**src/verilog/ext_pkg.sv**
```systemverilog
/*
 * host command channel shared definitions
 * command codes, core memory geometry and the packed buses between
 * the host, the command decoder and the core-side memory
 */
package ext_pkg;

	// host command codes, one per supported transfer type
	localparam logic [15:0] ext_cmd_write  = 16'h0061;
	localparam logic [15:0] ext_cmd_read   = 16'h0062;
	localparam logic [15:0] ext_cmd_status = 16'h0063;

	// a command word outside this range is not answered
	localparam logic [15:0] ext_cmd_min = ext_cmd_write;
	localparam logic [15:0] ext_cmd_max = ext_cmd_status;

	// core memory holds 32-bit words, indexed by byte address bits 9:2
	localparam int ext_mem_words = 256;
	localparam int ext_mem_aw    = 8;

	// host to decoder, one word per cycle with strobe high
	// the channel counts as active while either enable bit is set
	typedef struct packed {
		logic [1:0]  enable;
		logic        strobe;
		logic [15:0] din;
	} host_req_t;

	// decoder to host, busy follows the core wait level
	typedef struct packed {
		logic [15:0] dout;
		logic        dout_en;
		logic        busy;
	} host_rsp_t;

	// decoder to core memory, rd and wr are single-cycle pulses
	typedef struct packed {
		logic [31:0] addr;
		logic [31:0] dout;
		logic        rd;
		logic        wr;
	} ext_bus_t;

endpackage

```
**src/verilog/hps_ext.sv**
```systemverilog
`timescale 1ns/1ps
/*
 * host command decoder
 * turns 16-bit host words into 32-bit core memory reads and writes,
 * returns the core clock rate and request bits, and pulses the
 * acknowledge status into the core
 */
module hps_ext (
	input  logic               clk_sys,
	input  logic               rst,
	input  ext_pkg::host_req_t host_req,
	output ext_pkg::host_rsp_t host_rsp,
	input  logic [31:0]        clk_rate,
	output ext_pkg::ext_bus_t  ext_bus,
	input  logic [31:0]        rdata,
	input  logic               mem_wait,
	input  logic [1:0]         req,
	output logic [1:0]         status
);

	// channel level and command recognition
	logic        active;
	logic        cmd_ok;
	// word counter of the current command, word 0 is the command itself
	logic [9:0]  byte_cnt;
	logic [15:0] cmd;
	// low or high half of the next data word
	logic        hilo;
	// read completion tracking
	logic        old_wait;
	logic        pending;
	logic        rd_done;
	// registered outputs
	logic [15:0] dout;
	logic        dout_en;
	logic        busy;
	logic [31:0] addr;
	logic [31:0] wdata;
	logic        rd;
	logic        wr;

	assign active = |host_req.enable;
	assign cmd_ok = (host_req.din >= ext_pkg::ext_cmd_min) &&
		(host_req.din <= ext_pkg::ext_cmd_max);

	// the memory has finished a read once wait drops with a read outstanding
	assign rd_done = old_wait & ~mem_wait & pending;

	assign host_rsp = '{dout: dout, dout_en: dout_en, busy: busy};
	assign ext_bus = '{addr: addr, dout: wdata, rd: rd, wr: wr};

	always_ff @(posedge clk_sys) begin
		// rd, wr and status only last for the cycle after their strobe
		rd <= 1'b0;
		wr <= 1'b0;
		status <= 2'b00;
		old_wait <= mem_wait;

		if (rst || !active) begin
			// a dropped enable aborts the command, same as reset
			byte_cnt <= '0;
			cmd <= '0;
			hilo <= 1'b0;
			old_wait <= 1'b0;
			pending <= 1'b0;
			dout <= '0;
			dout_en <= 1'b0;
		end else begin
			if (host_req.strobe) begin
				// every strobe replaces the reply, zero unless a command answers
				dout <= '0;
				// saturate so long blocks stay in the data phase
				if (!(&byte_cnt)) begin
					byte_cnt <= byte_cnt + 10'd1;
				end

				if (byte_cnt == 10'd0) begin
					cmd <= host_req.din;
					hilo <= 1'b0;
					dout_en <= cmd_ok;
				end else begin
					case (cmd)
						ext_pkg::ext_cmd_write: begin
							if (byte_cnt == 10'd1) begin
								addr[15:0] <= host_req.din;
								dout <= clk_rate[15:0];
							end else if (byte_cnt == 10'd2) begin
								addr[31:16] <= host_req.din;
								dout <= clk_rate[31:16];
							end else if (!hilo) begin
								// the first pair goes to the given address, later
								// pairs step one word on
								if (byte_cnt > 10'd4) begin
									addr <= addr + 32'd4;
								end
								wdata[15:0] <= host_req.din;
								hilo <= 1'b1;
							end else begin
								wdata[31:16] <= host_req.din;
								wr <= 1'b1;
								hilo <= 1'b0;
							end
						end

						ext_pkg::ext_cmd_read: begin
							if (byte_cnt == 10'd1) begin
								addr[15:0] <= host_req.din;
							end else if (byte_cnt == 10'd2) begin
								addr[31:16] <= host_req.din;
							end else if (!hilo) begin
								// low half strobe starts the memory read, the reply
								// arrives when wait falls
								rd <= 1'b1;
								pending <= 1'b1;
								hilo <= 1'b1;
							end else begin
								// high half comes straight from the held read word
								dout <= rdata[31:16];
								addr <= addr + 32'd4;
								hilo <= 1'b0;
							end
						end

						ext_pkg::ext_cmd_status: begin
							// report the pending requests and acknowledge the
							// ones named in the argument
							dout <= {14'd0, req};
							status <= host_req.din[1:0];
						end

						default: begin
							// unknown command, keep the reply at zero
						end
					endcase
				end
			end

			// load the low read half as soon as the memory lets go of wait
			if (rd_done) begin
				pending <= 1'b0;
				dout <= rdata[15:0];
			end
		end
	end

	// busy follows the memory wait level, rd covers the cycle before
	// the memory raises wait so the host never strobes into a read
	always_ff @(posedge clk_sys) begin
		if (rst) begin
			busy <= 1'b0;
		end else begin
			busy <= mem_wait | rd;
		end
	end

endmodule

```
**config.mk**
```make
export PLATFORM = sky130hd
export DESIGN_NAME = hps_ext
export DESIGN_NICKNAME = d
export VERILOG_FILES = /design/src/verilog/ext_pkg.sv /design/src/verilog/hps_ext.sv
export SDC_FILE = /design/constraint.sdc
export NUM_CORES = 1
export LEC_CHECK = 0
export BUFFER_PORTS_ARGS = -buffer_cell sky130_fd_sc_hd__buf_2
export CORE_MARGIN = 5
export CORE_UTILIZATION = 35
export DETAILED_ROUTE_END_ITERATION = 12
export SYNTH_ARGS = -nofsm -noshare
export SYNTH_HDL_FRONTEND = slang
export SYNTH_SLANG_ARGS = --single-unit
```
**constraint.sdc**
```tcl
create_clock -name clk_sys -period 7.3 [get_ports clk_sys]
set_clock_uncertainty 0.1 [all_clocks]
set_input_delay 0.365 -clock clk_sys [delete_from_list [all_inputs] [get_ports clk_sys]]
set_output_delay 0.365 -clock clk_sys [all_outputs]
set_load 0.005 [all_outputs]
```
# Word level (Yosys, flattened, before mapping)

Cells that the tools add are included.

Flip-flop bits (word level): 115
Input port bits: 88
Output and inout port bits: 86

Add/subtract/negate cells: 2
$lt $le $gt $ge: 3
Equal/unequal tests: 17
Mux-type cells: 27
Bitwise gates (word level): 14
Reduce and logical (&&, ||, !) cells: 22

Operator list:

| kind                                                 | number |
|---|---|
| 2-to-1 mux 16 bit                                    | 16 |
| 2-to-1 mux 32 bit                                    | 3 |
| case mux 32 bit (2 select lines)                     | 1 |
| equality test 16 x 7 -> 1 bit, second input constant | 3 |
| case mux 16 bit (3 select lines)                     | 1 |
| adder 32 x 3 -> 32 bit, second input constant        | 1 |
| != test 3 bit, second input constant                 | 8 |
| AND reduction 9 bit                                  | 2 |
| >= comparator 16 x 7 -> 1 bit, second input constant | 1 |
| <= comparator 16 x 7 -> 1 bit, second input constant | 1 |
| AND reduction 7 bit                                  | 2 |
| OR reduction 6 bit                                   | 2 |
| inverter 1 bit                                       | 11 |
| adder 10 x 1 -> 10 bit, second input constant        | 1 |
| equality test 10 x 1 -> 1 bit, second input constant | 1 |
| equality test 10 x 2 -> 1 bit, second input constant | 1 |
| > comparator 10 x 3 -> 1 bit, second input constant  | 1 |
| zero test 10 bit                                     | 1 |
| AND reduction 10 bit                                 | 1 |
| != test 2 bit, second input constant                 | 4 |
| 2-to-1 mux 1 bit                                     | 6 |
| AND reduction 6 bit                                  | 1 |
| nonzero test 2 bit                                   | 3 |
| OR reduction 2 bit                                   | 3 |
| other kinds (8)                                      | 10 |

# Logic depth before layout (Yosys ltp)

Gate-level depths: netlist of run 1.

Depth after elaboration: 7
Mapped depth: 8

# Least setup slack after synthesis of run 1

No wires, ideal clock.

Path kind: register -> register
Start: reg byte_cnt[1]
End: reg wdata[0] (enable)
Setup time: 436 ps
Data arrival time: 2936 ps
Slack: 3828 ps
Cell stages (with the launch flop): 6
Path through: dfxtp_1 > inv_1 > ha_1 > clkbuf_8 > o31ai_1 > nor4b_1

Cells in the longest elaborated chain, start to end: 3
Elaborated cells on any way between the ends: 7
Those cells by class: eq/ne (2); bitwise (3); reduce/logical (2)

Ends and longest elaborated chain:

| item                                                        | line          | RTL |
|---|---|---|
| start: declaration                                          | hps_ext.sv:25 | `logic [9:0] byte_cnt;` |
| start signal: assignment                                    | hps_ext.sv:74 | `byte_cnt <= byte_cnt + 10'd1;` |
| equality test 10 x 2 -> 1 bit, or another cell as far along | hps_ext.sv:87 | `end else if (byte_cnt == 10'd2) begin` |
| inverter 1 bit (no line)                                    | n/a           |  |
| AND reduction 7 bit (no line) *                             | n/a           |  |
| end signal: assignment                                      | hps_ext.sv:96 | `wdata[15:0] <= host_req.din;` |
| end: declaration                                            | hps_ext.sv:38 | `logic [31:0] wdata;` |

Every way passes the cells marked *; elsewhere a longest branch is shown, timed or not.
A chain may end at the register's enable or synchronous reset.

# Worst setup path after layout of run 1

Start: reg byte_cnt[0]
End: reg addr[4] (enable)

Cells in the longest elaborated chain, start to end: 3
Elaborated cells on any way between the ends: 11
Those cells by class: order compare (1); eq/ne (7); bitwise (1); reduce/logical (2)

Ends and longest elaborated chain:

| item                                                       | line           | RTL |
|---|---|---|
| > comparator 10 x 3 -> 1 bit, or another cell as far along | hps_ext.sv:93  | `if (byte_cnt > 10'd4) begin` |
| != test 3 bit (no line) or inverter 1 bit (tied branches)  | n/a            |  |
| AND reduction 9 bit (no line) *                            | n/a            |  |
| end signal: assignment                                     | hps_ext.sv:85  | `addr[15:0] <= host_req.din;` |
| end signal: assignment                                     | hps_ext.sv:94  | `addr <= addr + 32'd4;` |
| end signal: assignment                                     | hps_ext.sv:107 | `addr[15:0] <= host_req.din;` |
| end: declaration                                           | hps_ext.sv:37  | `logic [31:0] addr;` |

Marked as above.

==> metrics, run 1 <==
RSZ-0062 raised after global routing=false; Antenna Nets Post-Route=0; worst setup margin=3.85 ns; Vias/cell=5.12; Iter 0 DRT Violations=284; Avg Inst Size Synth=10.3 µm²; routed wire length=16,100 µm; Clk pin slew, worst setup/hold paths=0.06 ns; DRC viols=0; DP Area=6720 µm²; vias in the first global route=4,837; antenna diode count=0; CP arrival=3.52 ns; Post-Synth XOR/XNOR Area=5.32%; Post-synth top cells=81 x nor2_1, 64 x edfxtp_1, 51 x a21oi_1, 51 x dfxtp_1, 50 x nand2_1; H-tree depth=4; mux cell area share after synthesis=3.32%; Initial Utilization=36.0%; via count=4,876; post-layout min period=3.45 ns; Critical path origin=byte_cnt[0]$_SDFFE_PP0P_; Die Area=19,100 µm²; leading area contributor after synthesis=edfxtp_1; FF+latch count, synth=115; Synthesized Nets=654; non-filler cells, final=952; Area Growth Syn to Fin=26.6%; mapped cell area=5760 µm²; post-DP HPWL=11,600 µm; HP Class=primary input to flop; Fmax=290 MHz; Slew @ Worst Pin=1.17 ns; Static Leak=0.00288 µW; Compound-Gate Fraction of Synth Area=10.1%; Pre-Repair DR Iteration Count=5; clk_lat worst skew=0.42 ns; post-CTS setup buffers=0; asr flop ratio synth=0%; maxcap violations=0; CP Launch Type=flop; fin crit share=47.3%; pins over their slew limit=0; Tot GR Track Use=16.6%; CTS buffer count=17; initial antenna violation count=0; dpl cells=920; IO Port Bufs=173; register area share after synthesis=51.1%; CP Capture Point=addr[4]$_DFFE_PP_; Chip Width=138 µm; RR Startpoint=byte_cnt[0]$_SDFFE_PP0P_; GR Overflow Total=0; CTS tree=yes; critical path class=flop to flop; CTS Root Cell=clkbuf_16; count leader, synth=nor2_1; Setup-failing EPs final=0; placeable core area=16,000 µm²; status=completed; fin util=45.6%; leading post-synthesis cells by cell area=edfxtp_1 33%, dfxtp_1 18%, nor2_1 5.3%, a21oi_1 4.4%, xor2_1 3.6%; slew margin rel.=22.1%; largest family of logic cells by synthesized area=simple AND/OR/NAND/NOR gates; R2R Path End=addr[4]$_DFFE_PP_; R2R depth=7; Cell Rows=46; Setup Slack @ Placement=3.83 ns; adder-cell share of the synthesized area=1.09%; maximum clock path buffer count=2; post_cts resized=0; Req. time, crit path=7.37 ns; hold_buf cts=0; Post-Syn Instances=561; largest net degree at the start of global routing=47; first-pass GRT wire length=25,700 µm; Ports=174; # nets final=816; CP Capture Type=flop; Yosys top cell area share=33.4%; Simple-Gate Fraction of Synth Area=24.4%; Post-synth top flop=edfxtp_1; PwrDens=220 nW/µm²; setup tns final=0 ns; Unique masters post-synth=59; WL/cell=16.9 µm; Final Hold Vio Count=0; share of cells above drive strength 1=31.4%; Max VDD drop=180 µV; Ys Warns=0; GP Congestion=0.832; EDFF count, synth=64; peak fanout along the critical path=34; chip height=138 µm; Clock Sinks=115; r2r setup slk=3.85 ns; Post-Layout Inst Area=7290 µm²
==> power by group <==
part / internal, µW / switching [µW] / total [µW]
Sequential: 689 / 6.80 / 696
Clock: 476 / 327 / 802
Combinational: 42.8 / 64.5 / 107
==> state kept, by name, indices dropped and copies added (netlist names), 2 cells and up <==
register,cells
status,2
addr,32
wdata,32
byte_cnt,10
dout,16
cmd,16
==> final cells by class <==
class | instances | area, µm²
sequential | 115 | 2940
clock buffer | 17 | 425
fill | 1565 | 8710
tap | 216 | 270
clock inverter | 15 | 146
timing repair buffer | 178 | 903
inverter | 9 | 33.8
multi-input combinational | 402 | 2570
==> placed cells by master (no fill, tap or decap), types with 17 or more instances in the layout <==
cell type / count
edfxtp_1: 64
xor2_1: 24
buf_2: 173
dfxtp_1: 51
clkbuf_16: 17
nand4_1: 17
a21oi_1: 51
o21ai_0: 18
mux2i_1: 18
nor2_1: 81
nand3_1: 20
nand2_1: 50
==> per-stage QoR <==
| stage | total power [µW] | hold slack (ns) |
|---|---|---|
| CTS | 1620 | 0.0129 |
| floorplan | 773 | 0.335 |
| global placement | 814 | 0.367 |
| global route | 1660 | 0.0236 |
| detailed placement | 817 | 0.365 |
| finish | 1610 | 0.0339 |
==> worst max-delay path, stage by stage (launching register included) <==
cell and delay, ns:
dfxtp_1 0.34, inv_1 0.12, ha_1 0.63, nand3_1 1.00, o21a_1 0.50, o22ai_1 0.15, a21oi_1 0.10, buf_4 0.26
==> kinds of logic after synthesis <==
kind of cell / count (synthesis)
and+or+nand+nor: 246
muxes: 19
AOI/OAI and AO/OA: 97
adders and majority gates: 5
buffers and inverters: 44
xor gates and xnor gates: 35
DFF: 115
==> how the worst min path moves through the flow <==
stage	startpoint	endpoint	slack, ns	cells after the start
2_1_floorplan	rd$_SDFF_PP0_	busy$_SDFF_PP0_	0.34	2
3_3_place_gp	dout_en$_SDFFE_PP0P_	dout_en$_SDFFE_PP0P_	0.37	2
3_5_place_dp	dout_en$_SDFFE_PP0P_	dout_en$_SDFFE_PP0P_	0.37	2
4_1_cts	rst	busy$_SDFF_PP0_	0.01	2
5_1_grt	rst	busy$_SDFF_PP0_	0.02	2
6_report	rst	busy$_SDFF_PP0_	0.03	2
==> routing by layer <==
metal	track usage, %	routed length, µm
met3	4.03	1020
met5	0	0
met2	28.1	8010
met4	6.08	298
met1	20.8	6800
Note: power is estimated with default switching activity, not from simulation.
==> inputs of run 2 (changes only) <==
ABC_AREA = 1   (was default)
clock period = 3.6 ns   (was 7.3 ns; I/O delays follow)
==> run 2 against run 1 <==
  * Power is 110% higher
  * Largest cell class unchanged
  * Synthesized cell count rose by 33%
  * Largest power group unchanged
  * Non-clock buffer count is 40 higher
  * Via count up 19%
==> metrics, run 2 <==
status=completed; sw power=863 µW (+120%); post-DP HPWL=14,200 µm (+22%); HP Class=primary input to flop; Critical path origin=byte_cnt[1]$_SDFFE_PP0P_; CP bufs+invs=2 (unchanged); pins over their slew limit=0 (unchanged); Clock Sinks=115 (unchanged); post-layout min period=2.92 ns (-0.532 ns); Crit-path slowest cell=nor2_4; hold path start=rdata[7]; chip height=141 µm (+2.3%); Post-synth top cells=202 x nand2_1, 85 x nor2_1, 64 x edfxtp_1; RSZ-0062 raised after global routing=false; FF+latch count, synth=115 (unchanged); Req. time, crit path=3.80 ns (-3.57 ns); largest net degree at the start of global routing=34 (-28%); Unique masters post-synth=40 (-32%); Int Pwr=2480 µW (+110%); share of power burned in registers=42.5% (-0.8 points); Max VDD drop=341 µV (+90%); Yosys top cell area share=31.8% (-1.6 points); leading post-synthesis cells by cell area=edfxtp_1 32%, dfxtp_1 17%, nand2_1 13%, nor2_1 5.3%, nand3_1 5.2%; Clock power frac=49.1% (-0.9 points); first-pass GRT wire length=30,200 µm (+17%); setup tns final=0 ns (unchanged); Avg Inst Size Synth=8.11 µm² (-21%); Die Area=20,000 µm² (+4.7%); Initial Utilization=35.3% (-0.66 points); Crit path largest cell delay=0.60 ns (-0.40 ns); GP Congestion=0.922 (+11%); Fmax=343 MHz (+18%); Area Growth Syn to Fin=32.5%; slew margin rel.=51.5% (+29 points); via count=5,800 (+19%); CP Launch Type=flop; Ys Warns=0 (unchanged); maximum clock path buffer count=2 (unchanged); total power draw=3340 µW (+110%); Setup-failing EPs final=0 (unchanged); post-CTS setup buffers=0 (unchanged); Pre-Repair DR Iteration Count=5 (unchanged); routed wire length=19,000 µm (+18%); Post-synth top flop=edfxtp_1; fin crit share=81.0% (+34 points); count leader, synth=nand2_1; placeable core area=17,100 µm² (+7.0%); PwrDens=417 nW/µm² (+89%); vias in the first global route=5,820 (+20%); leading area contributor after synthesis=edfxtp_1; CP Capture Type=flop; share of cells above drive strength 1=26.0% (-5.4 points); Chip Width=141 µm (+2.3%); initial antenna violation count=1 (+1); Cell Rows=48 (+4.3%); clk_lat worst skew=0.42 ns (about the same); CTS tree=yes; Slew @ Worst Pin=0.725 ns (-0.440 ns); Post-Layout Inst Area=8020 µm² (+9.9%); peak fanout along the critical path=33 (-2.9%); filler cell count=1,726 (+10%); GR Overflow Total=0 (unchanged); commonest cells after routing, fill and taps aside=202 x nand2_1, 173 x buf_2, 84 x nor2_1; CTS Root Cell=clkbuf_16; Clk pin slew, worst setup/hold paths=0.06 ns (about the same); mapped cell area=6050 µm² (+5.0%); Antenna Nets Post-Route=0 (unchanged); Vias/cell=4.86 (-5.1%); Ports=174 (unchanged); Net Sw Frac=25.8% (+1.0 points); critical path class=flop to flop; EDFF count, synth=64 (unchanged); asr flop ratio synth=0% (unchanged); Post-Syn Instances=746 (+33%); CP arrival=3.12 ns (-0.40 ns); antenna diode count=0 (unchanged); commonest non-fill, non-tap cell in the layout=nand2_1; DRC viols=0 (unchanged); RR Startpoint=byte_cnt[1]$_SDFFE_PP0P_; Static Leak=0.00361 µW (+25%); # nets final=1,048 (+28%); CP top delay family=simple AND/OR/NAND/NOR gates; Synthesized Nets=839 (+28%); maxcap violations=0 (unchanged); Top Registers=addr x32, wdata x32; CTS buffer count=17 (unchanged); WL/cell=16.0 µm (-5.8%); cell-by-cell trace of the critical path=inv_1 > ha_1 > nand2_4 > nor2_4 > nor2_2 > nand3_1 > nand2_1 > a21oi_1 > dlygate4sd3_1 > nor2_1; register area share after synthesis=48.7% (-2.4 points); Final Hold Vio Count=0 (unchanged); Iter 0 DRT Violations=388 (+37%); hold_buf cts=35 (+35); DP Area=7090 µm² (+5.5%); H-tree depth=4 (unchanged); IO Port Bufs=173 (unchanged); post_cts resized=0 (unchanged); Gate power share=8.5% (+1.8 points); Tot GR Track Use=19.3% (+2.7 points)
## run 2: tightest hold or removal path, cell delays in order
cell,delay (ns)
buf_2,0.08
a22o_1,0.12
a21oi_1,0.04
nor2_1,0.08
## run 2: power by group through the flow
stage	Sequential [µW]	Clock, µW	Combinational (µW)
6_report	1420	1640	283
5_1_grt	1420	1730	317
4_1_cts	1420	1670	285
3_5_place_dp	1440	0	258
3_3_place_gp	1440	0	257
2_1_floorplan	1440	0	154
## run 2: routing by layer
metal | wire length, µm | vias up | GRT usage [%]
li1 | - | 2903 | -
met1 | 8160 | 2637 | 23.8
met2 | 9020 | 231 | 32.4
met3 | 1550 | 27 | 6.24
met4 | 300 | 2 | 5.81
met5 | 13 | - | 0
## run 2: path summary, 6_finish.rpt
kind,cells after the start,slack (ns),endpoint
min,4,0.02,dout[7]$_SDFFE_PP0P_
max reg2reg,10,0.68,dout[13]$_SDFFE_PP0P_
max,10,0.68,dout[13]$_SDFFE_PP0P_
min reg2reg,1,0.37,dout_en$_SDFFE_PP0P_
## run 2: stage by stage
stage	std cells	util [%]	hold WS, ns	setup slack [ns]
2_1_floorplan	746	-	0.152	1.13
3_3_place_gp	1126	41.4	0.266	0.945
3_5_place_dp	1126	41.4	0.270	0.920
4_1_cts	1193	46.8	0.0109	0.721
5_1_grt	1193	46.8	0.0405	0.458
6_report	1193	46.8	0.0229	0.683
## run 2: final cells by class
cell class / instances / area [µm²] / area share [%]
multi-input cells: 532 / 2660 / 33.2
repair buffers: 218 / 1290 / 16.1
well taps: 225 / 282 / 3.51
clock buffers: 17 / 425 / 5.31
flip-flops and latches: 115 / 2940 / 36.7
clock inverters: 15 / 148 / 1.84
inverters: 71 / 267 / 3.33
## run 2: cell families (layout without fill, tap and decap cells)
family | count (synthesis) | in the layout | synth area share, %
buffers and inverters | 99 | 321 | 7.41
AOI/OAI and AO/OA | 94 | 94 | 9.16
adders and majority gates | 5 | 5 | 1.03
xor gates and xnor gates | 26 | 26 | 3.76
DFF | 115 | 115 | 48.7
and+or+nand+nor | 407 | 407 | 30.0
